[src/source/soc_pkg.sv]
`default_nettype none

package soc_pkg;

  //////////////////////////////////////////////////
  // Address map
  //////////////////////////////////////////////////

  localparam logic [31:0] uart_base_addr  = 32'h1000_0000;
  localparam logic [31:0] uart_top_addr   = 32'h1000_0010; // Exclusive
  localparam logic [31:0] timer_base_addr = 32'h0200_0000;
  localparam logic [31:0] timer_top_addr  = 32'h0200_0010; // Exclusive

  localparam int bram_depth  = 1024; // Every address outside the two windows aliases here
  localparam int bram_addr_w = $clog2(bram_depth);

  //////////////////////////////////////////////////
  // Register offsets
  //////////////////////////////////////////////////

  localparam logic [31:0] uart_data_off = 32'h0;
  localparam logic [31:0] uart_stat_off = 32'h4;

  localparam logic [31:0] timer_lo_off     = 32'h0;
  localparam logic [31:0] timer_hi_off     = 32'h4;
  localparam logic [31:0] timer_cmp_lo_off = 32'h8;
  localparam logic [31:0] timer_cmp_hi_off = 32'hC;

  // Timing of the UART and the timer, in clk_pll cycles
  localparam int clks_per_bit = 8;
  localparam int baud_cnt_w   = $clog2(clks_per_bit);
  localparam int timer_div    = 4;
  localparam int timer_div_w  = $clog2(timer_div);

endpackage

`default_nettype wire

[src/source/timer.sv]
`timescale 1ns/1ps
`default_nettype none

module timer (
  input  wire logic        clk_pll,
  input  wire logic        reset,
  input  wire logic        timer_valid,
  input  wire logic [31:0] timer_addr,
  input  wire logic [31:0] memory_wdata,
  input  wire logic [3:0]  memory_wstrb,
  output logic      [31:0] timer_rdata,
  output logic             timer_ready,
  output logic             timer_irpt
);

  logic [soc_pkg::timer_div_w-1:0] presc;
  logic                            tick;
  logic [63:0]                     mtime;
  logic [63:0]                     mtimecmp;
  logic                            access;
  logic                            wr;

  function automatic logic [31:0] merge_strb(input logic [31:0] old_word,
                                             input logic [31:0] new_word,
                                             input logic [3:0]  strb);
    logic [31:0] res;
    res = old_word;
    for (int i = 0; i < 4; i++) begin
      if (strb[i]) begin
        res[i*8 +: 8] = new_word[i*8 +: 8];
      end
    end
    return res;
  endfunction

  assign tick   = (presc == soc_pkg::timer_div_w'(soc_pkg::timer_div - 1));
  assign access = timer_valid & ~timer_ready;
  assign wr     = access & (|memory_wstrb);

  //////////////////////////////////////////////////
  // Counter, compare and interrupt
  //////////////////////////////////////////////////

  always_ff @(posedge clk_pll) begin
    if (reset) begin
      presc       <= '0;
      mtime       <= '0;
      mtimecmp    <= '1; // Interrupt stays off until software sets a compare
      timer_irpt  <= 1'b0;
      timer_ready <= 1'b0;
    end else begin
      timer_ready <= access;
      timer_irpt  <= (mtime >= mtimecmp);
      presc       <= tick ? '0 : presc + 1'b1;
      if (wr && timer_addr == soc_pkg::timer_lo_off) begin
        mtime[31:0] <= merge_strb(mtime[31:0], memory_wdata, memory_wstrb);
      end else if (wr && timer_addr == soc_pkg::timer_hi_off) begin
        mtime[63:32] <= merge_strb(mtime[63:32], memory_wdata, memory_wstrb);
      end else if (tick) begin
        mtime <= mtime + 64'd1;
      end
      if (wr && timer_addr == soc_pkg::timer_cmp_lo_off) begin
        mtimecmp[31:0] <= merge_strb(mtimecmp[31:0], memory_wdata, memory_wstrb);
      end
      if (wr && timer_addr == soc_pkg::timer_cmp_hi_off) begin
        mtimecmp[63:32] <= merge_strb(mtimecmp[63:32], memory_wdata, memory_wstrb);
      end
    end
  end

  always_ff @(posedge clk_pll) begin
    if (access) begin
      case (timer_addr)
        soc_pkg::timer_lo_off:     timer_rdata <= mtime[31:0];
        soc_pkg::timer_hi_off:     timer_rdata <= mtime[63:32];
        soc_pkg::timer_cmp_lo_off: timer_rdata <= mtimecmp[31:0];
        soc_pkg::timer_cmp_hi_off: timer_rdata <= mtimecmp[63:32];
        default:                   timer_rdata <= '0; // Unmapped offset
      endcase
    end
  end

endmodule

`default_nettype wire

[config.mk]
export PLATFORM = sky130hd
export DESIGN_NAME = timer
export DESIGN_NICKNAME = d
export VERILOG_FILES = /design/src/source/soc_pkg.sv /design/src/source/timer.sv
export SDC_FILE = /design/constraint.sdc
export NUM_CORES = 1
export LEC_CHECK = 0
export ABC_CLOCK_PERIOD_IN_PS = 11600
export BUFFER_PORTS_ARGS = -buffer_cell sky130_fd_sc_hd__buf_4
export CORE_MARGIN = 2
export CORE_UTILIZATION = 40
export CTS_CLUSTER_DIAMETER = 30
export CTS_CLUSTER_SIZE = 28
export DETAILED_ROUTE_END_ITERATION = 16
export PLACE_DENSITY = 0.68
export REMOVE_ABC_BUFFERS = 1
export SYNTH_ARGS = -nofsm -noshare
export SYNTH_HDL_FRONTEND = slang
export SYNTH_SLANG_ARGS = --single-unit
export TNS_END_PERCENT = 1
[constraint.sdc]
create_clock -name clk_pll -period 11.6 [get_ports clk_pll]
set_clock_uncertainty 0.2 [all_clocks]
set_input_delay 2.32 -clock clk_pll [delete_from_list [all_inputs] [get_ports clk_pll]]
set_output_delay 2.32 -clock clk_pll [all_outputs]
set_load 0.03 [all_outputs]
==> summary.md <==
| Metric | Value |
|---|---|
| Post-Syn Area per Cell | `8.56 um2` |
| Beginning of the worst hold path | `presc[0]` |
| # setup viols final | `0` |
| Post-synthesis cell area | `10600 um2` |
| RSZ-0062 raised after global routing | `false` |
| Slew @ Worst Pin | `1.20 ns` |
| Post-Layout Cell Count | `1645` |
| Final worst slack | `6.50 ns` |
| DRT iter0 DRCs | `1247` |
| TNS Setup | `0 ns` |
| Std-Cell Rows | `59` |
| Top FF cell, synth | `dfxtp_1` |
| Lkg Pwr | `5.59 nW` |
| # nets final | `1434` |
| Total vias in the final route | `10300` |
| CTS Buf Count | `17` |
| Pre-CTS WS | `6.13 ns` |
| Tcrit/Tclk final | `44.0%` |
| CTS tree | `yes` |
| CTS Buffer Depth | `2` |
| Relative contribution of sequential cells to total power | `47.2%` |
| Met2 usage | `39.3%` |
| Peak supply drop | `93.5 uV` |
| Critical Path Sink Type | `flop` |
| Unique masters post-synth | `72` |
| Power Density | `103 nW/um2` |
| P_sw | `0.308 mW` |
| Post-Place Cells | `1613` |
| MaxCap Viol Count | `0` |
| GR met1 Demand/Resource | `33.0%` |
| Clock sink total | `164` |
| Starting Density | `40.7%` |
| Setup bufs post-CTS | `0` |
| # DRC | `0` |
| Tmin final | `5.10 ns` |
| Post-CTS Hold Buffers | `0` |
| Reg2reg path depth | `6` |
| Crit start category | `input port` |
| Router iterations before antenna repair | `6` |
| Area growth, synth to finish | `14.6%` |
| Die X | `167 um` |
| Largest net degree at the start of global routing | `83` |
| Vias in the first global route | `9653` |
| Max-slew violations | `0` |
| Global-route wire length before repair | `54.2 mm` |
| Grt ovf | `0` |
| Dpl hpwl | `24.3 mm` |
| Post-layout utilization of the core | `46.6%` |
| Antenna cell count | `0` |
| Register bit total from synthesis | `164` |
| Fin Hold WS | `0.236 ns` |
| Fraction of registers with async set/reset | `0%` |
| Critical path arrival | `5.27 ns` |
| Worst hold path depth | `1` |
| Max FO, Critical Path | `67` |
| Register area share after synthesis | `34.1%` |
| EDFF count, synth | `32` |
| Post-route ant nets | `0` |
| Max_slew headroom | `19.5%` |
| Design area | `12100 um2` |
| Critical R2R Capture | `mtime[55]` |
| Clk_lat worst skew | `0.44 ns` |
| Syn. warnings | `0` |
| Fillcell total | `2509` |
| Reg clk slew, reported paths | `0.06 ns` |
| Post-CTS sizing | `0` |
| IO Count | `105` |
| Reg2Reg Setup Slack | `8.15 ns` |
| DIE HEIGHT | `167 um` |
| WL final | `34.6 mm` |
| Vias/cell | `6.26` |
| Total power | `1.25 mW` |
| Top Usage Layer GRT | `met2` |
| Share of cells above drive strength 1 | `15.3%` |
| Syn Inst Count | `1235` |
| Antenna violations before repair | `0` |
| FF-to-FF Start | `mtime[23]` |
| Gr usage total | `24.5%` |
| Worst Path Required | `11.76 ns` |
| Result of the run | `completed` |
| Clock power share | `44.9%` |
| Hold EP | `presc[0]` |
| WL per Instance | `21.0 um` |
| Internal Power | `0.943 mW` |
| H-tree depth | `4` |
| Routing usage on met3 | `5.16%` |
| Comb pwr share | `7.9%` |
| Sw Share | `24.6%` |
| Core Footprint | `26000 um2` |
| Root Buffer | `clkbuf_16` |
| Maximum clock frequency | `196 MHz` |
| Worst Hold Class | `reg -> reg` |
| Crit Path Category | `in -> reg` |
| Hold Vio Cnt, Final | `0` |
| Gpl congestion | `0.925` |
| Instance area at placement | `11500 um2` |
| Buffers on Ports | `104` |
| Die area | `27800 um2` |
[state kept, by name, indices dropped and copies added, names as in the netlist]
register,flops
timer_rdata,32
timer_ready,1
mtimecmp,64
timer_irpt,1
presc,2
mtime,64
[critical path: stages]
cell and delay [ns]:
buf_4 0.11, nor4_1 0.34, and4_1 0.25, buf_4 0.36, and3_2 0.25, buf_4 0.59, a21oi_1 0.44, or2_2 0.44
o21ai_0 0.15
[power groups by stage]
stage | clock network (mW) | logic (mW) | registers, mW
4_1_cts | 0.567 | 0.0987 | 0.590
5_1_grt | 0.588 | 0.105 | 0.590
3_3_place_gp | 0 | 0.0973 | 0.603
3_5_place_dp | 0 | 0.0985 | 0.603
6_report | 0.561 | 0.0992 | 0.590
2_1_floorplan | 0 | 0.0296 | 0.613
[kinds of logic (layout without fill, tap and decap cells)]
family	count (synthesis)	after routing	share of synthesized area (%)
AOI/OAI and AO/OA	279	279	17.5
adders and majority gates	66	66	7.81
buffers and inverters	157	232	6.09
muxes	65	65	9.94
and+or+nand+nor	504	504	24.6
DFF	164	164	34.1
[how the worst max path moves through the flow]
stage,startpoint,end,cells past startpoint
CTS,timer_addr[0],mtime[51],9
global route,timer_addr[2],mtime[54],8
detailed placement,timer_addr[0],mtime[52],9
floorplan,timer_addr[0],mtime[51],6
global placement,timer_addr[0],mtime[51],9
finish,timer_addr[0],mtime[51],9
[cell usage after synthesis, drive strengths merged (8+ instances only)]
| library cell | n | area, um2 |
|---|---|---|
| a21oi | 82 | 437 |
| nand3 | 109 | 551 |
| nand4 | 38 | 238 |
| mux2i | 33 | 330 |
| and2 | 20 | 125 |
| and4 | 13 | 114 |
| o32ai | 8 | 70.1 |
| nor3 | 27 | 135 |
| a211oi | 11 | 82.6 |
| dfxtp | 132 | 2640 |
| nor4 | 25 | 199 |
| ha | 66 | 826 |
| nand2 | 148 | 556 |
| buf | 28 | 159 |
| clkbuf | 45 | 170 |
| o211ai | 16 | 120 |
| mux4 | 32 | 721 |
| inv | 83 | 312 |
| and3 | 46 | 288 |
| a21o | 16 | 121 |
| nor2 | 48 | 180 |
| a32o | 8 | 80.1 |
| o31ai | 9 | 67.6 |
| a221oi | 8 | 76.3 |
| edfxtp | 32 | 961 |
| o21ai | 68 | 340 |
[area by class of cell]
| cell class | count | area, um2 | area share, % |
|---|---|---|---|
| inverters | 84 | 315 | 2.60 |
| flip-flops and latches | 164 | 3600 | 29.7 |
| well taps | 335 | 419 | 3.46 |
| multi-input cells | 914 | 6340 | 52.3 |
| clock inverters | 9 | 78.8 | 0.650 |
| repair buffers | 116 | 871 | 7.19 |
| clock buffers | 23 | 489 | 4.04 |
[placed cells by master, fill, tap and decap left out, types with 16 or more instances in the layout]
cell type    n
mux4_2      32
nand3_1    108
dfxtp_1    132
and2_1      20
nor3_1      27
and3_1      45
buf_4      116
a21oi_1     77
nor4_1      20
clkbuf_16   18
nand4_1     38
inv_1       83
o211ai_1    16
ha_1        66
nand2_1    148
nor2_1      48
o21ai_0     67
edfxtp_1    32
mux2i_1     33
[metal layers]
layer	vias up	part of all wire, %
li1	4757	-
met1	4929	42
met4	0	2.5
met5	-	0
met2	532	46
met3	84	9.4
No activity file was read; power rests on OpenSTA's default activity.
