==> config.mk <==
export PLATFORM = sky130hd
export DESIGN_NAME = bus_decoder
export DESIGN_NICKNAME = d
export VERILOG_FILES = /design/src/source/soc_pkg.sv /design/src/source/bus_decoder.sv
export SDC_FILE = /design/constraint.sdc
export NUM_CORES = 1
export LEC_CHECK = 0
export ABC_CLOCK_PERIOD_IN_PS = 2000
export BUFFER_PORTS_ARGS = -buffer_cell sky130_fd_sc_hd__buf_2
export CAP_MARGIN = 0
export CORE_AREA = 4 4 101 103
export DETAILED_ROUTE_END_ITERATION = 8
export DIE_AREA = 0 0 105 107
export GPL_TIMING_DRIVEN = 0
export PLACE_DENSITY_LB_ADDON = 0.3
export SYNTH_ARGS = -nofsm -noshare
export SYNTH_HDL_FRONTEND = slang
export SYNTH_SLANG_ARGS = --single-unit
==> constraint.sdc <==
create_clock -name vclk -period 2
set_input_delay 0.5 -clock vclk [all_inputs]
set_output_delay 0.5 -clock vclk [all_outputs]
set_load 0.02 [all_outputs]
==> src/source/soc_pkg.sv <==
`default_nettype none

package soc_pkg;

  //////////////////////////////////////////////////
  // Address map
  //////////////////////////////////////////////////

  localparam logic [31:0] uart_base_addr  = 32'h1000_0000;
  localparam logic [31:0] uart_top_addr   = 32'h1000_0010; // Exclusive
  localparam logic [31:0] timer_base_addr = 32'h0200_0000;
  localparam logic [31:0] timer_top_addr  = 32'h0200_0010; // Exclusive

  localparam int bram_depth  = 1024; // Every address outside the two windows aliases here
  localparam int bram_addr_w = $clog2(bram_depth);

  //////////////////////////////////////////////////
  // Register offsets
  //////////////////////////////////////////////////

  localparam logic [31:0] uart_data_off = 32'h0;
  localparam logic [31:0] uart_stat_off = 32'h4;

  localparam logic [31:0] timer_lo_off     = 32'h0;
  localparam logic [31:0] timer_hi_off     = 32'h4;
  localparam logic [31:0] timer_cmp_lo_off = 32'h8;
  localparam logic [31:0] timer_cmp_hi_off = 32'hC;

  // Timing of the UART and the timer, in clk_pll cycles
  localparam int clks_per_bit = 8;
  localparam int baud_cnt_w   = $clog2(clks_per_bit);
  localparam int timer_div    = 4;
  localparam int timer_div_w  = $clog2(timer_div);

endpackage

`default_nettype wire

==> src/source/bus_decoder.sv <==
`timescale 1ns/1ps
`default_nettype none

module bus_decoder (
  input  wire logic        memory_valid,
  input  wire logic [31:0] memory_addr,
  input  wire logic [31:0] memory_wdata,
  input  wire logic [3:0]  memory_wstrb,
  input  wire logic [31:0] bram_rdata,
  input  wire logic        bram_ready,
  input  wire logic [31:0] uart_rdata,
  input  wire logic        uart_ready,
  input  wire logic [31:0] timer_rdata,
  input  wire logic        timer_ready,
  output logic      [31:0] memory_rdata,
  output logic             memory_ready,
  output logic             bram_valid,
  output logic             bram_wen,
  output logic             uart_valid,
  output logic      [31:0] uart_addr,
  output logic             timer_valid,
  output logic      [31:0] timer_addr
);

  // wdata and wstrb go to the targets straight from the master; only the
  // address range picks who sees valid
  always_comb begin
    bram_valid  = 1'b0;
    uart_valid  = 1'b0;
    timer_valid = 1'b0;
    if (memory_addr >= soc_pkg::uart_base_addr && memory_addr < soc_pkg::uart_top_addr) begin
      uart_valid = memory_valid;
    end else if (memory_addr >= soc_pkg::timer_base_addr &&
                 memory_addr < soc_pkg::timer_top_addr) begin
      timer_valid = memory_valid;
    end else begin
      bram_valid = memory_valid; // Default target
    end
  end

  assign bram_wen   = bram_valid & (|memory_wstrb);
  assign uart_addr  = memory_addr ^ soc_pkg::uart_base_addr;
  assign timer_addr = memory_addr ^ soc_pkg::timer_base_addr;

  always_comb begin
    if (bram_ready) begin
      memory_rdata = bram_rdata;
      memory_ready = 1'b1;
    end else if (uart_ready) begin
      memory_rdata = uart_rdata;
      memory_ready = 1'b1;
    end else if (timer_ready) begin
      memory_rdata = timer_rdata;
      memory_ready = 1'b1;
    end else begin
      memory_rdata = '0; // Idle bus reads as zero
      memory_ready = 1'b0;
    end
  end

endmodule

`default_nettype wire

==> results.py, run 1 <==
metrics = {
    "outcome": {
        "status": "complete, but fails checks",
        "violations": "setup timing",
    },
    "drt": {
        "drc": 0,
        "wl_per_cell_microns": 13.2,
        "dr.pass1.iters": 4,
        "routed_wl_microns": 7260,
        "viasPerCell": 4.10,
        "ant_nets": 0,
        "drtIter0Drc": 70,
        "num_vias": 2250,
    },
    "clock_network": {
        "postCtsHoldBufs": 0,
    },
    "floorplan": {
        "core-area_sq_um": 9200,
        "boundaryPins": 269,
        "chipWidth_microns": 105,
        "initial_core_util_pct": 12.8,
        "chipHeight_microns": 107,
        "rows": 35,
        "dieArea_sq_um": 11200,
    },
    "critical_path": {
        "crit_path_max_incr_delay_ps": 500,
        "critPathMaxFanout": 2,
        "worstPathCellList": "buf_8 -> nor4_4 -> nand4_1 -> o41a_1 -> buf_4 -> buf_6",
        "criticalPathCategory": "in2out",
        "crit_required_ps": 1500,
        "arrival_ps": 1830,
        "cp-end-kind": "primary output",
        "critPathSlowestCell": "o41a_1",
        "critPathLaunchType": "input port",
    },
    "logic_synthesis": {
        "syn-num-nets": 362,
        "synth_cells": 194,
        "synth.distinct_cells": 18,
        "yosysSeqAreaShare_pct": 0,
        "yosys_warnings": 0,
        "synth_top_area_share_pct": 39.5,
        "synth_area_sq_um": 1180,
        "synth_common_cells": "62 x buf_4, 34 x nand2_1, 32 x o21ai_0, 31 x a22oi_1, 11 x clkbuf_1",
        "yosysTopAreaCell": "buf_4",
        "syn_avg_cell_area_sq_um": 6.08,
        "yosysMostFrequentCell": "buf_4",
        "synthTopCellsByArea": "buf_4 39%, a22oi_1 20%, o21ai_0 14%",
    },
    "finish": {
        "drive_above_1_share_pct": 75.8,
        "flops_and_latches": 0,
        "fill_cells": 1022,
        "area_growth_pct": 141,
        "n_clock_buffer": 0,
        "seq_area_sq_um": 0,
        "finalInstanceArea_sq_um": 2840,
        "fin_nets": 608,
        "insertedDiodeCount": 0,
    },
    "timing": {
        "setup_ws_ps": -330,
        "rsz0062_at_grt": "yes",
        "setup_viol": 4,
        "finalSetupTns_ps": -1140,
        "slew_headroom_pct": 64.4,
        "worst_pin_slew_ps": 534,
        "fin_crit_sh_pct": 117,
        "maxSlewViolCount": 0,
        "period_needed_ps": 2330,
        "finalHoldViolations": 0,
        "max_freq_ghz": 0.429,
    },
    "global_routing": {
        "antenna_found_initial": 0,
        "overflow": 0,
        "grt_max_degree": 11,
        "grt_pass1_wl_microns": 10400,
        "grt.total_usage_pct": 10.9,
        "grt_pass1_vias": 2135,
    },
    "placed_design": {
        "hpwlAfterDp_microns": 6060,
        "io_buffers": 231,
        "gp_congestion": 0.751,
        "placed_cell_area_sq_um": 2530,
    },
    "min_path": {
        "holdPathStages": 2,
        "hold_path_class": "in2out",
    },
    "power": {
        "vdd_drop_max_mv": 0.104,
        "pwr_density_cell_nw_per_um2": 258,
        "p_leak_nw": 1.64,
        "total_power_uw": 733,
    },
    "flow_run": {
        "maxCapViolations": 0,
    },
}
[where the power goes]
part | internal, mW | switching (mW) | total, mW
combinational | 0.352 | 0.381 | 0.733
clock | 0 | 0 | 0
sequential | 0 | 0 | 0
total | 0.352 | 0.381 | 0.733
[placed cells by master, fill, tap and decap left out, types with 2 or more instances in the layout]
master / Yosys / layout
buf_4: 62 / 79
o21ai_1: 0 / 30
buf_6: 0 / 11
nand2_1: 34 / 34
nand3_1: 2 / 2
a22oi_2: 0 / 3
inv_1: 2 / 2
nor2_1: 2 / 2
buf_8: 0 / 3
a22oi_1: 31 / 28
buf_2: 3 / 215
nor4_4: 0 / 4
clkbuf_4: 0 / 3
nor4_2: 0 / 2
clkbuf_2: 0 / 6
[through the flow]
step | hold slack, ps | std cells | setup WS (ps) | util (%)
after CTS | 1220 | 543 | -348 | 29.3
after global routing | 1220 | 549 | -411 | 30.8
after floorplan | 1080 | 194 | -160 | -
after global placement | 1220 | 536 | -473 | 27.5
after detailed placement | 1220 | 536 | -471 | 27.5
final | 1220 | 549 | -330 | 30.8
[timing repair]
item | in CTS | in global routing
gates resized for setup | 35 | 28
cloned | 1 | 1
endpoints found under the setup margin | 36 | 32
pin swaps | 2 | 6
buffers inserted | 6 | 5
[layout make-up]
| type | count | area (sq um) | share of cell area (%) |
|---|---|---|---|
| repair buffers | 244 | 1360 | 47.8 |
| plain buffers | 76 | 577 | 20.3 |
| well taps | 111 | 139 | 4.90 |
| inverters | 2 | 7.51 | 0.265 |
| multi-input cells | 116 | 757 | 26.7 |
[path summary, 6_finish.rpt]
check	slack, ps	startpoint	endpoint
max	-330	memory_addr[31]	bram_valid
min	1220	memory_addr[3]	timer_addr[3]
[layer usage]
layer	wire, microns	global-route usage, %	vias to the layer above
li1	-	-	1121
met2	3950	21.7	124
met5	0	0	-
met3	530	1.57	10
met4	100	1.41	0
met1	2680	12.4	995
[cells by family (layout without fill, tap and decap cells)]
family                 count (synthesis)  after routing  synth area share (%)
buffers and inverters                 78            322                  44.9
AO/OA/AOI/OAI                         66             66                  35.8
AND/OR/NAND/NOR                       49             49                  18.6
XOR/XNOR                               1              1                 0.743
[critical path, delay by kind of cell]
family | cells | cell delay (ps)
buf+inv | 3 | 380
simple gates | 2 | 440
compound gates | 1 | 500
Power figures use the tool's default switching activity.
==> run 2: changes to the inputs <==
--- a/config.mk
+++ b/config.mk
@@ -8,11 +8,15 @@
 export ABC_CLOCK_PERIOD_IN_PS = 2000
 export BUFFER_PORTS_ARGS = -buffer_cell sky130_fd_sc_hd__buf_2
 export CAP_MARGIN = 0
-export CORE_AREA = 4 4 101 103
+export CELL_PAD_IN_SITES_DETAIL_PLACEMENT = 1
+export CELL_PAD_IN_SITES_GLOBAL_PLACEMENT = 2
+export CORE_ASPECT_RATIO = 0.7
+export CORE_MARGIN = 4
+export CORE_UTILIZATION = 10
 export DETAILED_ROUTE_END_ITERATION = 8
-export DIE_AREA = 0 0 105 107
 export GPL_TIMING_DRIVEN = 0
 export PLACE_DENSITY_LB_ADDON = 0.3
+export SKIP_LAST_GASP = 1
 export SYNTH_ARGS = -nofsm -noshare
 export SYNTH_HDL_FRONTEND = slang
 export SYNTH_SLANG_ARGS = --single-unit
==> results.py, run 2 (synthesis gave the netlist of run 1 again) <==
metrics = {
    "global_routing": {
        "grt.total_usage_pct": 10.4,
        "grt_pass1_vias": 2350,
        "grt_max_degree": 11,
        "antenna_found_initial": 0,
        "overflow": 0,
        "grt_pass1_wl_microns": 11700,
    },
    "power": {
        "vdd_drop_max_mv": 0.0874,
        "pwr_density_cell_nw_per_um2": 258,
        "p_leak_nw": 1.57,
    },
    "finish": {
        "flops_and_latches": 0,
        "final_cell_mix": "222 x buf_2, 73 x buf_4, 34 x nand2_1",
        "final_common_cell": "buf_2",
        "n_clock_buffer": 0,
        "fin_nets": 601,
        "final_util_pct": 24.5,
        "drive_above_1_share_pct": 74.5,
        "finalInstanceArea_sq_um": 2760,
        "insertedDiodeCount": 0,
        "seq_area_sq_um": 0,
        "area_growth_pct": 134,
    },
    "critical_path": {
        "criticalPathCategory": "in2out",
        "arrival_ps": 1880,
        "cp-end-kind": "primary output",
        "crit_path_max_incr_delay_ps": 540,
        "critPathSlowestCell": "or4_4",
        "crit_required_ps": 1500,
        "critPathMaxFanout": 2,
        "critPathLaunchType": "input port",
        "worstPathCellList": "buf_8 -> or4_4 -> o41a_1 -> buf_4 -> buf_6",
    },
    "timing": {
        "finalHoldViolations": 0,
        "max_freq_ghz": 0.420,
        "setup_viol": 4,
        "period_needed_ps": 2380,
        "rsz0062_at_grt": "yes",
        "setup_ws_ps": -384,
        "slew_headroom_pct": 67.4,
        "fin_crit_sh_pct": 119,
        "worst_pin_slew_ps": 489,
        "whs_ps": 1220,
        "maxSlewViolCount": 0,
    },
    "drt": {
        "dr.pass1.iters": 4,
        "routed_wl_microns": 8140,
        "wl_per_cell_microns": 13.9,
        "num_vias": 2262,
        "ant_nets": 0,
        "drtIter0Drc": 24,
        "drc": 0,
        "viasPerCell": 3.87,
    },
    "placed_design": {
        "post-place-ws_ps": -440,
        "placed_cell_area_sq_um": 2580,
        "hpwlAfterDp_microns": 7230,
        "gp_congestion": 0.690,
        "io_buffers": 231,
    },
    "floorplan": {
        "core-area_sq_um": 11300,
        "initial_core_util_pct": 10.5,
        "rows": 32,
        "dieArea_sq_um": 13600,
        "chipHeight_microns": 98.8,
        "boundaryPins": 269,
        "chipWidth_microns": 138,
    },
    "min_path": {
        "hold_path_class": "in2out",
    },
    "outcome": {
        "violations": "setup timing",
        "status": "complete, but fails checks",
    },
    "flow_run": {
        "maxCapViolations": 0,
    },
    "clock_network": {
        "postCtsHoldBufs": 0,
    },
}
run 2: worst paths after layout:
kind / slack, ps / startpoint / endpoint / cells past startpoint
max: -380 / memory_addr[18] / bram_valid / 5
min: 1220 / memory_addr[0] / uart_addr[0] / 2
run 2: critical path: cells and delay by family:
family / cells / cell delay [ps]
AO/OA/AOI/OAI: 1 / 480
buffers and inverters: 3 / 360
AND/OR/NAND/NOR: 1 / 540
run 2: through the flow:
stage	TNS [ps]	cells	power, mW
finish	-1320	584	0.713
global route	-1490	584	0.775
CTS	-1020	582	0.714
detailed placement	-9680	578	0.691
global placement	-9400	578	0.685
floorplan	-191	194	0.381
run 2: per-layer routing:
layer | GRT usage (%) | share of wire [%] | vias to the layer above | routed length (microns)
met4 | 0.607 | 0.70 | 0 | 57
met3 | 3.67 | 15 | 4 | 1240
met2 | 20.0 | 48 | 145 | 3900
li1 | - | - | 1103 | -
met5 | 0 | 0 | - | 0
met1 | 11.3 | 36 | 1010 | 2950
run 2: repair_timing:
item / CTS / global route
setup endpoints to repair: 36 / 27
buffers inserted: 4 / 3
pin swaps: 2 / 4
hold endpoints to repair: 0 / 0
resized for setup: 31 / 17
run 2: layout make-up:
class              instances  area, sq um
fillers                 1466         8490
repair buffers           238         1280
multi-input cells        116          729
plain buffers             75          553
well taps                153          191
inverters                  2         7.51
run 2: power breakdown:
| part | internal, mW | leakage, nW | switching [mW] | total, mW |
|---|---|---|---|---|
| clock network | 0 | 0 | 0 | 0 |
| registers | 0 | 0 | 0 | 0 |
| logic | 0.333 | 1.57 | 0.380 | 0.713 |
| total | 0.333 | 1.57 | 0.380 | 0.713 |
