===== src/source/soc_pkg.sv =====
`default_nettype none

package soc_pkg;

  //////////////////////////////////////////////////
  // Address map
  //////////////////////////////////////////////////

  localparam logic [31:0] uart_base_addr  = 32'h1000_0000;
  localparam logic [31:0] uart_top_addr   = 32'h1000_0010; // Exclusive
  localparam logic [31:0] timer_base_addr = 32'h0200_0000;
  localparam logic [31:0] timer_top_addr  = 32'h0200_0010; // Exclusive

  localparam int bram_depth  = 1024; // Every address outside the two windows aliases here
  localparam int bram_addr_w = $clog2(bram_depth);

  //////////////////////////////////////////////////
  // Register offsets
  //////////////////////////////////////////////////

  localparam logic [31:0] uart_data_off = 32'h0;
  localparam logic [31:0] uart_stat_off = 32'h4;

  localparam logic [31:0] timer_lo_off     = 32'h0;
  localparam logic [31:0] timer_hi_off     = 32'h4;
  localparam logic [31:0] timer_cmp_lo_off = 32'h8;
  localparam logic [31:0] timer_cmp_hi_off = 32'hC;

  // Timing of the UART and the timer, in clk_pll cycles
  localparam int clks_per_bit = 8;
  localparam int baud_cnt_w   = $clog2(clks_per_bit);
  localparam int timer_div    = 4;
  localparam int timer_div_w  = $clog2(timer_div);

endpackage

`default_nettype wire


===== src/source/uart_tx.sv =====
`timescale 1ns/1ps
`default_nettype none

module uart_tx (
  input  wire logic       clk_pll,
  input  wire logic       reset,
  input  wire logic       tx_start,
  input  wire logic [7:0] tx_data,
  output logic            tx_busy,
  output logic            tx
);

  logic [soc_pkg::baud_cnt_w-1:0] baud_cnt;
  logic [3:0]                     bit_cnt; // 0 start, 1..8 data, 9 stop
  logic [8:0]                     shreg;   // Data bits, then the stop bit

  always_ff @(posedge clk_pll) begin
    if (reset) begin
      tx_busy  <= 1'b0;
      tx       <= 1'b1;
      baud_cnt <= '0;
      bit_cnt  <= '0;
      shreg    <= '1;
    end else if (!tx_busy) begin
      if (tx_start) begin
        tx_busy  <= 1'b1;
        tx       <= 1'b0; // Start bit
        baud_cnt <= '0;
        bit_cnt  <= '0;
        shreg    <= {1'b1, tx_data};
      end
    end else if (baud_cnt == soc_pkg::baud_cnt_w'(soc_pkg::clks_per_bit - 1)) begin
      baud_cnt <= '0;
      if (bit_cnt == 4'd9) begin
        tx_busy <= 1'b0; // Stop bit done, line already high
      end else begin
        tx      <= shreg[0];
        shreg   <= {1'b1, shreg[8:1]};
        bit_cnt <= bit_cnt + 4'd1;
      end
    end else begin
      baud_cnt <= baud_cnt + 1'b1;
    end
  end

endmodule

`default_nettype wire


===== src/source/uart_rx.sv =====
`timescale 1ns/1ps
`default_nettype none

module uart_rx (
  input  wire logic       clk_pll,
  input  wire logic       reset,
  input  wire logic       rx,
  output logic      [7:0] rx_data,
  output logic            rx_strobe
);

  logic [2:0]                     rx_sync; // Two sync stages plus one for edge detect
  logic                           rx_s;
  logic                           active;
  logic [3:0]                     bit_cnt; // 0 start, 1..8 data, 9 stop
  logic [soc_pkg::baud_cnt_w-1:0] baud_cnt;
  logic [soc_pkg::baud_cnt_w-1:0] baud_last;

  assign rx_s = rx_sync[1];

  // The start bit is checked at half a bit, so later samples land mid-bit
  assign baud_last = (bit_cnt == 4'd0) ?
                     soc_pkg::baud_cnt_w'(soc_pkg::clks_per_bit / 2 - 1) :
                     soc_pkg::baud_cnt_w'(soc_pkg::clks_per_bit - 1);

  always_ff @(posedge clk_pll) begin
    if (reset) begin
      rx_sync   <= '1;
      active    <= 1'b0;
      bit_cnt   <= '0;
      baud_cnt  <= '0;
      rx_strobe <= 1'b0;
    end else begin
      rx_sync   <= {rx_sync[1:0], rx};
      rx_strobe <= 1'b0;
      if (!active) begin
        if (rx_sync[2] && !rx_sync[1]) begin
          active   <= 1'b1; // Falling edge of a start bit
          bit_cnt  <= '0;
          baud_cnt <= '0;
        end
      end else if (baud_cnt == baud_last) begin
        baud_cnt <= '0;
        bit_cnt  <= bit_cnt + 4'd1;
        if (bit_cnt == 4'd0 && rx_s) begin
          active <= 1'b0; // Glitch, not a start bit
        end else if (bit_cnt == 4'd9) begin
          active    <= 1'b0;
          rx_strobe <= rx_s; // Framing error drops the byte
        end
      end else begin
        baud_cnt <= baud_cnt + 1'b1;
      end
    end
  end

  always_ff @(posedge clk_pll) begin
    if (active && baud_cnt == baud_last && bit_cnt >= 4'd1 && bit_cnt <= 4'd8) begin
      rx_data <= {rx_s, rx_data[7:1]}; // LSB arrives first
    end
  end

endmodule

`default_nettype wire


===== src/source/uart.sv =====
`timescale 1ns/1ps
`default_nettype none

module uart (
  input  wire logic        clk_pll,
  input  wire logic        reset,
  input  wire logic        uart_valid,
  input  wire logic [31:0] uart_addr,
  input  wire logic [31:0] memory_wdata,
  input  wire logic [3:0]  memory_wstrb,
  input  wire logic        rx,
  output logic      [31:0] uart_rdata,
  output logic             uart_ready,
  output logic             tx
);

  logic       access;
  logic       is_write;
  logic       tx_start;
  logic       tx_busy;
  logic [7:0] rx_data;
  logic       rx_strobe;
  logic [7:0] rx_byte;
  logic       rx_valid;

  assign access   = uart_valid & ~uart_ready;
  assign is_write = |memory_wstrb;
  assign tx_start = access & is_write & (uart_addr == soc_pkg::uart_data_off);

  always_ff @(posedge clk_pll) begin
    if (reset) begin
      uart_ready <= 1'b0;
      rx_valid   <= 1'b0;
    end else begin
      uart_ready <= access;
      if (rx_strobe) begin
        rx_valid <= 1'b1; // A fresh byte beats a read in the same cycle
      end else if (access && !is_write && uart_addr == soc_pkg::uart_data_off) begin
        rx_valid <= 1'b0;
      end
    end
  end

  always_ff @(posedge clk_pll) begin
    if (rx_strobe) begin
      rx_byte <= rx_data; // Overwrites an unread byte
    end
    if (access) begin
      case (uart_addr)
        soc_pkg::uart_data_off: uart_rdata <= {24'b0, rx_byte};
        soc_pkg::uart_stat_off: uart_rdata <= {30'b0, rx_valid, tx_busy};
        default:                uart_rdata <= '0;
      endcase
    end
  end

  uart_tx u_uart_tx (
    .clk_pll  (clk_pll),
    .reset    (reset),
    .tx_start (tx_start),
    .tx_data  (memory_wdata[7:0]),
    .tx_busy  (tx_busy),
    .tx       (tx)
  );

  uart_rx u_uart_rx (
    .clk_pll   (clk_pll),
    .reset     (reset),
    .rx        (rx),
    .rx_data   (rx_data),
    .rx_strobe (rx_strobe)
  );

endmodule

`default_nettype wire


===== config.mk =====
export PLATFORM = sky130hd
export DESIGN_NAME = uart
export DESIGN_NICKNAME = d
export VERILOG_FILES = /design/src/source/soc_pkg.sv /design/src/source/uart_tx.sv /design/src/source/uart_rx.sv /design/src/source/uart.sv
export SDC_FILE = /design/constraint.sdc
export NUM_CORES = 1
export LEC_CHECK = 0
export BUFFER_PORTS_ARGS = -buffer_cell sky130_fd_sc_hd__buf_4
export CELL_PAD_IN_SITES_DETAIL_PLACEMENT = 1
export CELL_PAD_IN_SITES_GLOBAL_PLACEMENT = 1
export CORE_AREA = 2 2 89 91
export DETAILED_ROUTE_END_ITERATION = 8
export DIE_AREA = 0 0 91 93
export PLACE_DENSITY = 0.78
export SLEW_MARGIN = 20
export SYNTH_ARGS = -nofsm -noshare
export SYNTH_HDL_FRONTEND = slang
export SYNTH_SLANG_ARGS = --single-unit

===== constraint.sdc =====
create_clock -name clk_pll -period 3.9 [get_ports clk_pll]
set_input_delay 0.39 -clock clk_pll [delete_from_list [all_inputs] [get_ports clk_pll]]
set_output_delay 0.39 -clock clk_pll [all_outputs]
set_load 0.01 [all_outputs]

==> impl_metrics.json, run 1 <==
{
  "routed_via_density": 4.72,
  "die_h_um": 93,
  "diodes": 0,
  "wl_met3_um": 436,
  "fmax_mhz": 474,
  "tightestPinTransition_ps": 939,
  "power_report.internal_total_mw": 0.774,
  "synth_enable_flop_cells": 24,
  "clock-sinks": 55,
  "setup.worst_path.end_class": "flip-flop",
  "globalRouteTotalUtil_pct": 13.0,
  "synthesis.instances": 242,
  "htree_num_levels": 2,
  "synth_area_in_adders_pct": 3.94,
  "netlist.area_leader.share_pct": 28.3,
  "via_count": 1891,
  "seq_power_share_pct": 60.2,
  "fraction_of_the_mapped_netlist_area_in_compound_gates_pct": 9.64,
  "maxUsedRoutingLayer": "met4",
  "antenna_violating_nets_remaining": 0,
  "cp_max_fo": 8,
  "synth_top_family_by_area": "simple AND/OR/NAND/NOR gates",
  "cts_root_buf": "sky130_fd_sc_hd__clkbuf_8",
  "worst_hold_path_type": "primary input to flip-flop",
  "detail_route.wirelength_um": 5300,
  "cellLeakagePower_nw": 1.26,
  "port-buffer-count": 57,
  "cp.required_ps": 3920,
  "grt_pass1_wl_um": 9090,
  "timing_hold_violations_final": 0,
  "routedWlPerCell_um": 13.2,
  "insertion_delay_ps": 310,
  "run_status": "finished clean",
  "setup.worst_path.start_class": "flip-flop",
  "synth.top_cells.by_count": "31 x sky130_fd_sc_hd__dfxtp_1, 24 x sky130_fd_sc_hd__buf_4, 24 x sky130_fd_sc_hd__edfxtp_1",
  "synth-seq-area-share_pct": 52.7,
  "fin_tns_setup_ps": 0,
  "postLayoutCoreUtil_pct": 40.8,
  "rsz0062_at_grt": "no",
  "layout-drive-gt1-share_pct": 24.1,
  "synth_simple_gate_area_share_pct": 19.0,
  "cts_buffer_depth": 2,
  "worst_setup_hold_path_clk_slew_ps": 100,
  "sw_frac_of_total_pct": 23.2,
  "number_of_drc_markers_after_the_initial_detailed_route_iteration": 73,
  "critPathMaxStageDelay_ps": 400,
  "area.growth.synth_to_final_pct": 20.7,
  "length_of_routed_met2_wiring_um": 2600,
  "final-setup-viol-count": 0,
  "synth-seq-cells": 55,
  "tritoncts": "yes",
  "mappedNetlistArea_mm2": 0.00254,
  "number_of_rows_created_at_floorplan": 32,
  "wl_met1_um": 2230,
  "timing.slew.headroom_pct": 36.8,
  "globalRoute.totalOverflow": 0,
  "grt_max_degree": 39,
  "drcViolationCount": 0,
  "core_area_mm2": 0.00753,
  "synth_area_leader_cell": "sky130_fd_sc_hd__edfxtp_1",
  "slowest_stage": "sky130_fd_sc_hd__a2111oi_1",
  "cts_resized": 0,
  "post_synth_mux_area_share_pct": 4.33,
  "detailed_place_hpwl_um": 3950,
  "floorplan.io_pins": 106,
  "global_placement_routability_congestion": 0.761,
  "combPwrFrac_pct": 8.1,
  "final.period_utilization_pct": 54.1,
  "cp_cell_sequence": "inv_1, ha_1, nor3b_1, xnor2_1, a2111oi_1, buf_4",
  "initial_antenna_violation_count": 0,
  "post_cts_hold_buffer_count": 0,
  "power.density_mw_per_mm2": 328,
  "cts-buffers-inserted": 5,
  "design.die.area_mm2": 0.00846,
  "synth_top_cells_by_area": "sky130_fd_sc_hd__edfxtp_1 28%, sky130_fd_sc_hd__dfxtp_1 24%, sky130_fd_sc_hd__buf_4 7.1%",
  "pwr-share-clk_pct": 31.8,
  "floorplan.initialDensity_pct": 33.8,
  "worst_voltage_drop_across_the_vdd_grid_v": 0.000133,
  "floorplan.die.width_um": 91,
  "post-synth-top-count-cell": "sky130_fd_sc_hd__dfxtp_1",
  "finalMaxSlewViolations": 0,
  "maxCapViolCount": 0,
  "worst-setup-path-type": "flip-flop to flip-flop",
  "arrival_ps": 2130,
  "design.final.nets": 378,
  "post_synth_xor_area_fraction_pct": 0.344,
  "netlist-cell-type-count": 42,
  "drt_first_pass_iters": 4,
  "critical_path.n_buffers_inverters": 2,
  "syn_avg_cell_area_um2": 10.5,
  "synth_top_flop_cell": "sky130_fd_sc_hd__dfxtp_1",
  "fin_skew_ps": 10.3,
  "ys.warnings.count": 0,
  "post-cts-setup-buffers": 0,
  "finalCriticalPeriod_ps": 2110,
  "grt_pass1_vias": 1971,
  "cpLargestDelayFamily": "compound AO/OA/AOI/OAI gates",
  "synthArstFlopShare_pct": 0,
  "power_switching_mw": 0.233,
  "fin_worst_hold_slack_ps": 270
}
[area by class of cell]
cell class | instances | area [um2]
Clock buffer | 5 | 68.8
Clock inverter | 3 | 25.0
Fill cell | 878 | 4460
Inverter | 9 | 33.8
Multi-Input combinational cell | 169 | 1040
Sequential cell | 55 | 1340
Tap cell | 102 | 128
Timing Repair Buffer | 58 | 435
[stage by stage]
stage               power, mW  instance area, um2  worst slack, ps  cells
floorplan               0.670                2630             1040    265
global placement        0.699                2980             1700    393
detailed placement      0.702                2980             1690    393
CTS                      1.02                3070             1770    401
global route             1.06                3070             1560    401
finish                   1.01                3070             1790    401
[path summary, 6_finish.rpt]
check	end	slack, ps	from	cells after the start
setup / recovery	u_uart_rx.rx_data[6]	1790	u_uart_rx.bit_cnt[0]	6
hold / removal	u_uart_rx.rx_sync[0]	270	rx	2
setup reg to reg	u_uart_rx.rx_data[6]	1790	u_uart_rx.bit_cnt[0]	6
hold reg to reg	u_uart_rx.rx_sync[1]	420	u_uart_rx.rx_sync[0]	1
[cell families (layout without fill, tap and decap cells)]
family,after synthesis,count (layout)
other cells,1,24
buf+inv,41,75
fa+ha+maj,8,8
xor+xnor,1,1
compound gates,35,35
simple gates,90,90
flops,55,55
mux,11,11
[routing by layer]
| metal | up-vias | GRT usage, % |
|---|---|---|
| li1 | 931 | - |
| met1 | 883 | 14.8 |
| met2 | 73 | 23.5 |
| met3 | 4 | 4.27 |
| met4 | 0 | 3.28 |
| met5 | - | 0 |
[cell usage in the layout (no fill, tap or decap), drive strengths merged, types with 4 or more instances in the layout]
cell,count
buf,58
dfxtp,31
conb,24
edfxtp,24
nor2,20
and2,13
mux2i,11
nand2,11
a211oi,10
inv,9
nor3,9
nor4,9
ha,8
nand3,7
a21oi,7
clkbuf,5
o21ai,4
[sequential cells by signal (all words and copies together), names as in the netlist]
name and flops:
u_uart_tx.bit_cnt 4, rx_valid 1, u_uart_rx.active 1, u_uart_tx.tx 1, u_uart_rx.rx_strobe 1, u_uart_rx.rx_sync 3
uart_rdata 8, u_uart_tx.shreg 8, rx_byte 8, u_uart_rx.bit_cnt 4, u_uart_rx.baud_cnt 3, uart_ready 1
u_uart_tx.baud_cnt 3, u_uart_tx.tx_busy 1, u_uart_rx.rx_data 8
[power groups by stage]
stage	combinational (mW)	sequential, mW	clock [mW]
after global routing	0.0900	0.607	0.360
final	0.0813	0.606	0.320
after floorplan	0.0488	0.621	0
after global placement	0.0800	0.619	0
after CTS	0.0820	0.606	0.333
after detailed placement	0.0819	0.620	0
Power figures use the tool's default switching activity.
==> run 2, diff against run 1 <==
==> constraint.sdc (replaced) <==
create_clock -name clk_pll -period 2.2 [get_ports clk_pll]
set_input_delay 0.22 -clock clk_pll [delete_from_list [all_inputs] [get_ports clk_pll]]
set_output_delay 0.22 -clock clk_pll [all_outputs]
set_load 0.01 [all_outputs]
==> run 2 against run 1 <==
Compared with the run above:
- maximum frequency rose by 5.5%
- sequential power rose by 77%
- clock-buffer cell count did not move
- cell area rose by 1.4%
- first-iteration DRC count rose by 36%
- die area did not move
- cell count rose by 0.75%
- sequential share of layout area fell by 0.60 points
- critical path depth rose by 1
==> impl_metrics.json, run 2 (synthesis gave the netlist of run 1 again) <==
{
  "port-buffer-count": 57,
  "number_of_rows_created_at_floorplan": 32,
  "grt_pass1_vias": 1832,
  "worst_slack_ps": 199,
  "fin_tns_setup_ps": 0,
  "initial_antenna_violation_count": 0,
  "place_ws_ps": 79.6,
  "timing.reg2reg.worst_path_depth": 7,
  "htree_num_levels": 2,
  "holdPathEnd": "u_uart_rx.rx_sync[0]",
  "drt_first_pass_iters": 4,
  "post_cts_hold_buffer_count": 0,
  "timing_hold_violations_final": 0,
  "fin_worst_hold_slack_ps": 84.5,
  "min-delay-start": "rx",
  "worst_setup_hold_path_clk_slew_ps": 110,
  "floorplan.die.width_um": 91,
  "floorplan.io_pins": 106,
  "insertion_delay_ps": 310,
  "fmax_mhz": 500,
  "routedWlPerCell_um": 12.7,
  "filler_cell_count": 866,
  "postLayoutCoreUtil_pct": 41.4,
  "design.final.nets": 381,
  "hold_depth": 2,
  "number_of_placed_instances_with_taps_included": 396,
  "cts_buffer_depth": 2,
  "globalRoute.totalOverflow": 0,
  "mostFrequentLayoutCell": "sky130_fd_sc_hd__buf_4",
  "cellLeakagePower_nw": 1.29,
  "finalCriticalPeriod_ps": 2000,
  "cp.required_ps": 2390,
  "routed_via_density": 4.73,
  "grt_pass1_wl_um": 8500,
  "detailed_place_hpwl_um": 3900,
  "detailed_place.area_mm2": 0.00300,
  "r2r_end": "u_uart_rx.bit_cnt[3]",
  "rsz0062_at_grt": "no",
  "maxCapViolCount": 0,
  "final.period_utilization_pct": 91.0,
  "clock-sinks": 55,
  "grt_max_degree": 39,
  "cts-buffers-inserted": 5,
  "final-setup-viol-count": 0,
  "number_of_drc_markers_after_the_initial_detailed_route_iteration": 99,
  "worst-setup-path-type": "flip-flop to flip-flop",
  "globalRouteTotalUtil_pct": 12.3,
  "cts_root_buf": "sky130_fd_sc_hd__clkbuf_8",
  "reg2reg_slack_ps": 200,
  "tritoncts": "yes",
  "diodes": 0,
  "setup.worst_path.end_class": "flip-flop",
  "postLayoutCellArea_mm2": 0.00311,
  "via_count": 1912,
  "design.die.area_mm2": 0.00846,
  "worst_voltage_drop_across_the_vdd_grid_v": 0.000398,
  "layout-drive-gt1-share_pct": 25.8,
  "setup.worst_path.start_class": "flip-flop",
  "arrival_ps": 2190,
  "worst_hold_path_type": "primary input to flip-flop",
  "floorplan.initialDensity_pct": 33.8,
  "finalMaxSlewViolations": 0,
  "post_layout_nonfiller_instances": 404,
  "area.growth.synth_to_final_pct": 22.4,
  "antenna_violating_nets_remaining": 0,
  "die_h_um": 93,
  "detail_route.wirelength_um": 5140,
  "drcViolationCount": 0,
  "total_power_of_the_final_layout_mw": 1.81,
  "fin_skew_ps": 8.96,
  "regToRegStartpoint": "u_uart_rx.bit_cnt[0]",
  "power.density_mw_per_mm2": 582,
  "global_placement_routability_congestion": 0.781,
  "core_area_mm2": 0.00753,
  "run_status": "finished clean",
  "cp_max_fo": 6,
  "most_frequent_cells_in_the_layout": "61 x sky130_fd_sc_hd__buf_4, 31 x sky130_fd_sc_hd__dfxtp_1, 24 x sky130_fd_sc_hd__conb_1, 24 x sky130_fd_sc_hd__edfxtp_1, 20 x sky130_fd_sc_hd__nor2_1"
}
## run 2: layer usage
metal	track usage [%]	vias up	part of all wire [%]
met2	21.7	73	49
li1	-	938	-
met4	3.41	0	0.91
met5	0	-	0
met1	14.3	897	42
met3	4.27	4	8.5
## run 2: worst max-delay path by stage
stage                           end  slack [ps]  cells after the start                 start
2_1_floorplan  u_uart_rx.rx_data[0]          80                      5  u_uart_rx.bit_cnt[0]
5_1_grt        u_uart_rx.bit_cnt[3]          30                      7  u_uart_rx.bit_cnt[0]
3_3_place_gp   u_uart_rx.rx_data[5]         210                      6  u_uart_rx.bit_cnt[0]
6_report       u_uart_rx.bit_cnt[3]         200                      7  u_uart_rx.bit_cnt[0]
4_1_cts        u_uart_rx.bit_cnt[3]          20                      7  u_uart_rx.bit_cnt[0]
3_5_place_dp   u_uart_rx.bit_cnt[3]          80                      7  u_uart_rx.bit_cnt[0]
## run 2: final cells by class
class | instances | area, um2 | area share [%]
clock buffers | 5 | 68.8 | 2.21
clock inverters | 3 | 27.5 | 0.884
inverters | 9 | 33.8 | 1.09
multi-input cells | 169 | 1060 | 33.9
flip-flops and latches | 55 | 1340 | 43.1
well taps | 102 | 128 | 4.10
repair buffers | 61 | 458 | 14.7
## run 2: repair_timing
action | 4_1_cts | 5_1_grt
resized for setup | 0 | 2
setup endpoints to repair | 0 | 11
setup buffers | 0 | 0
## run 2: worst max-delay path, cell delays in order, from the launching register on
cell and delay, ps:
sky130_fd_sc_hd__dfxtp_1 440, sky130_fd_sc_hd__inv_1 70, sky130_fd_sc_hd__ha_1 230, sky130_fd_sc_hd__nor3b_2 190
sky130_fd_sc_hd__xnor2_2 300, sky130_fd_sc_hd__o21a_1 210, sky130_fd_sc_hd__nor2_1 110, sky130_fd_sc_hd__o311ai_0 340
## run 2: where the power goes
group / switching, mW / leakage [nW] / internal, mW / total (mW)
registers: 0.00491 / 0.476 / 1.07 / 1.07
logic: 0.0697 / 0.766 / 0.0747 / 0.144
clock network: 0.356 / 0.0467 / 0.237 / 0.593
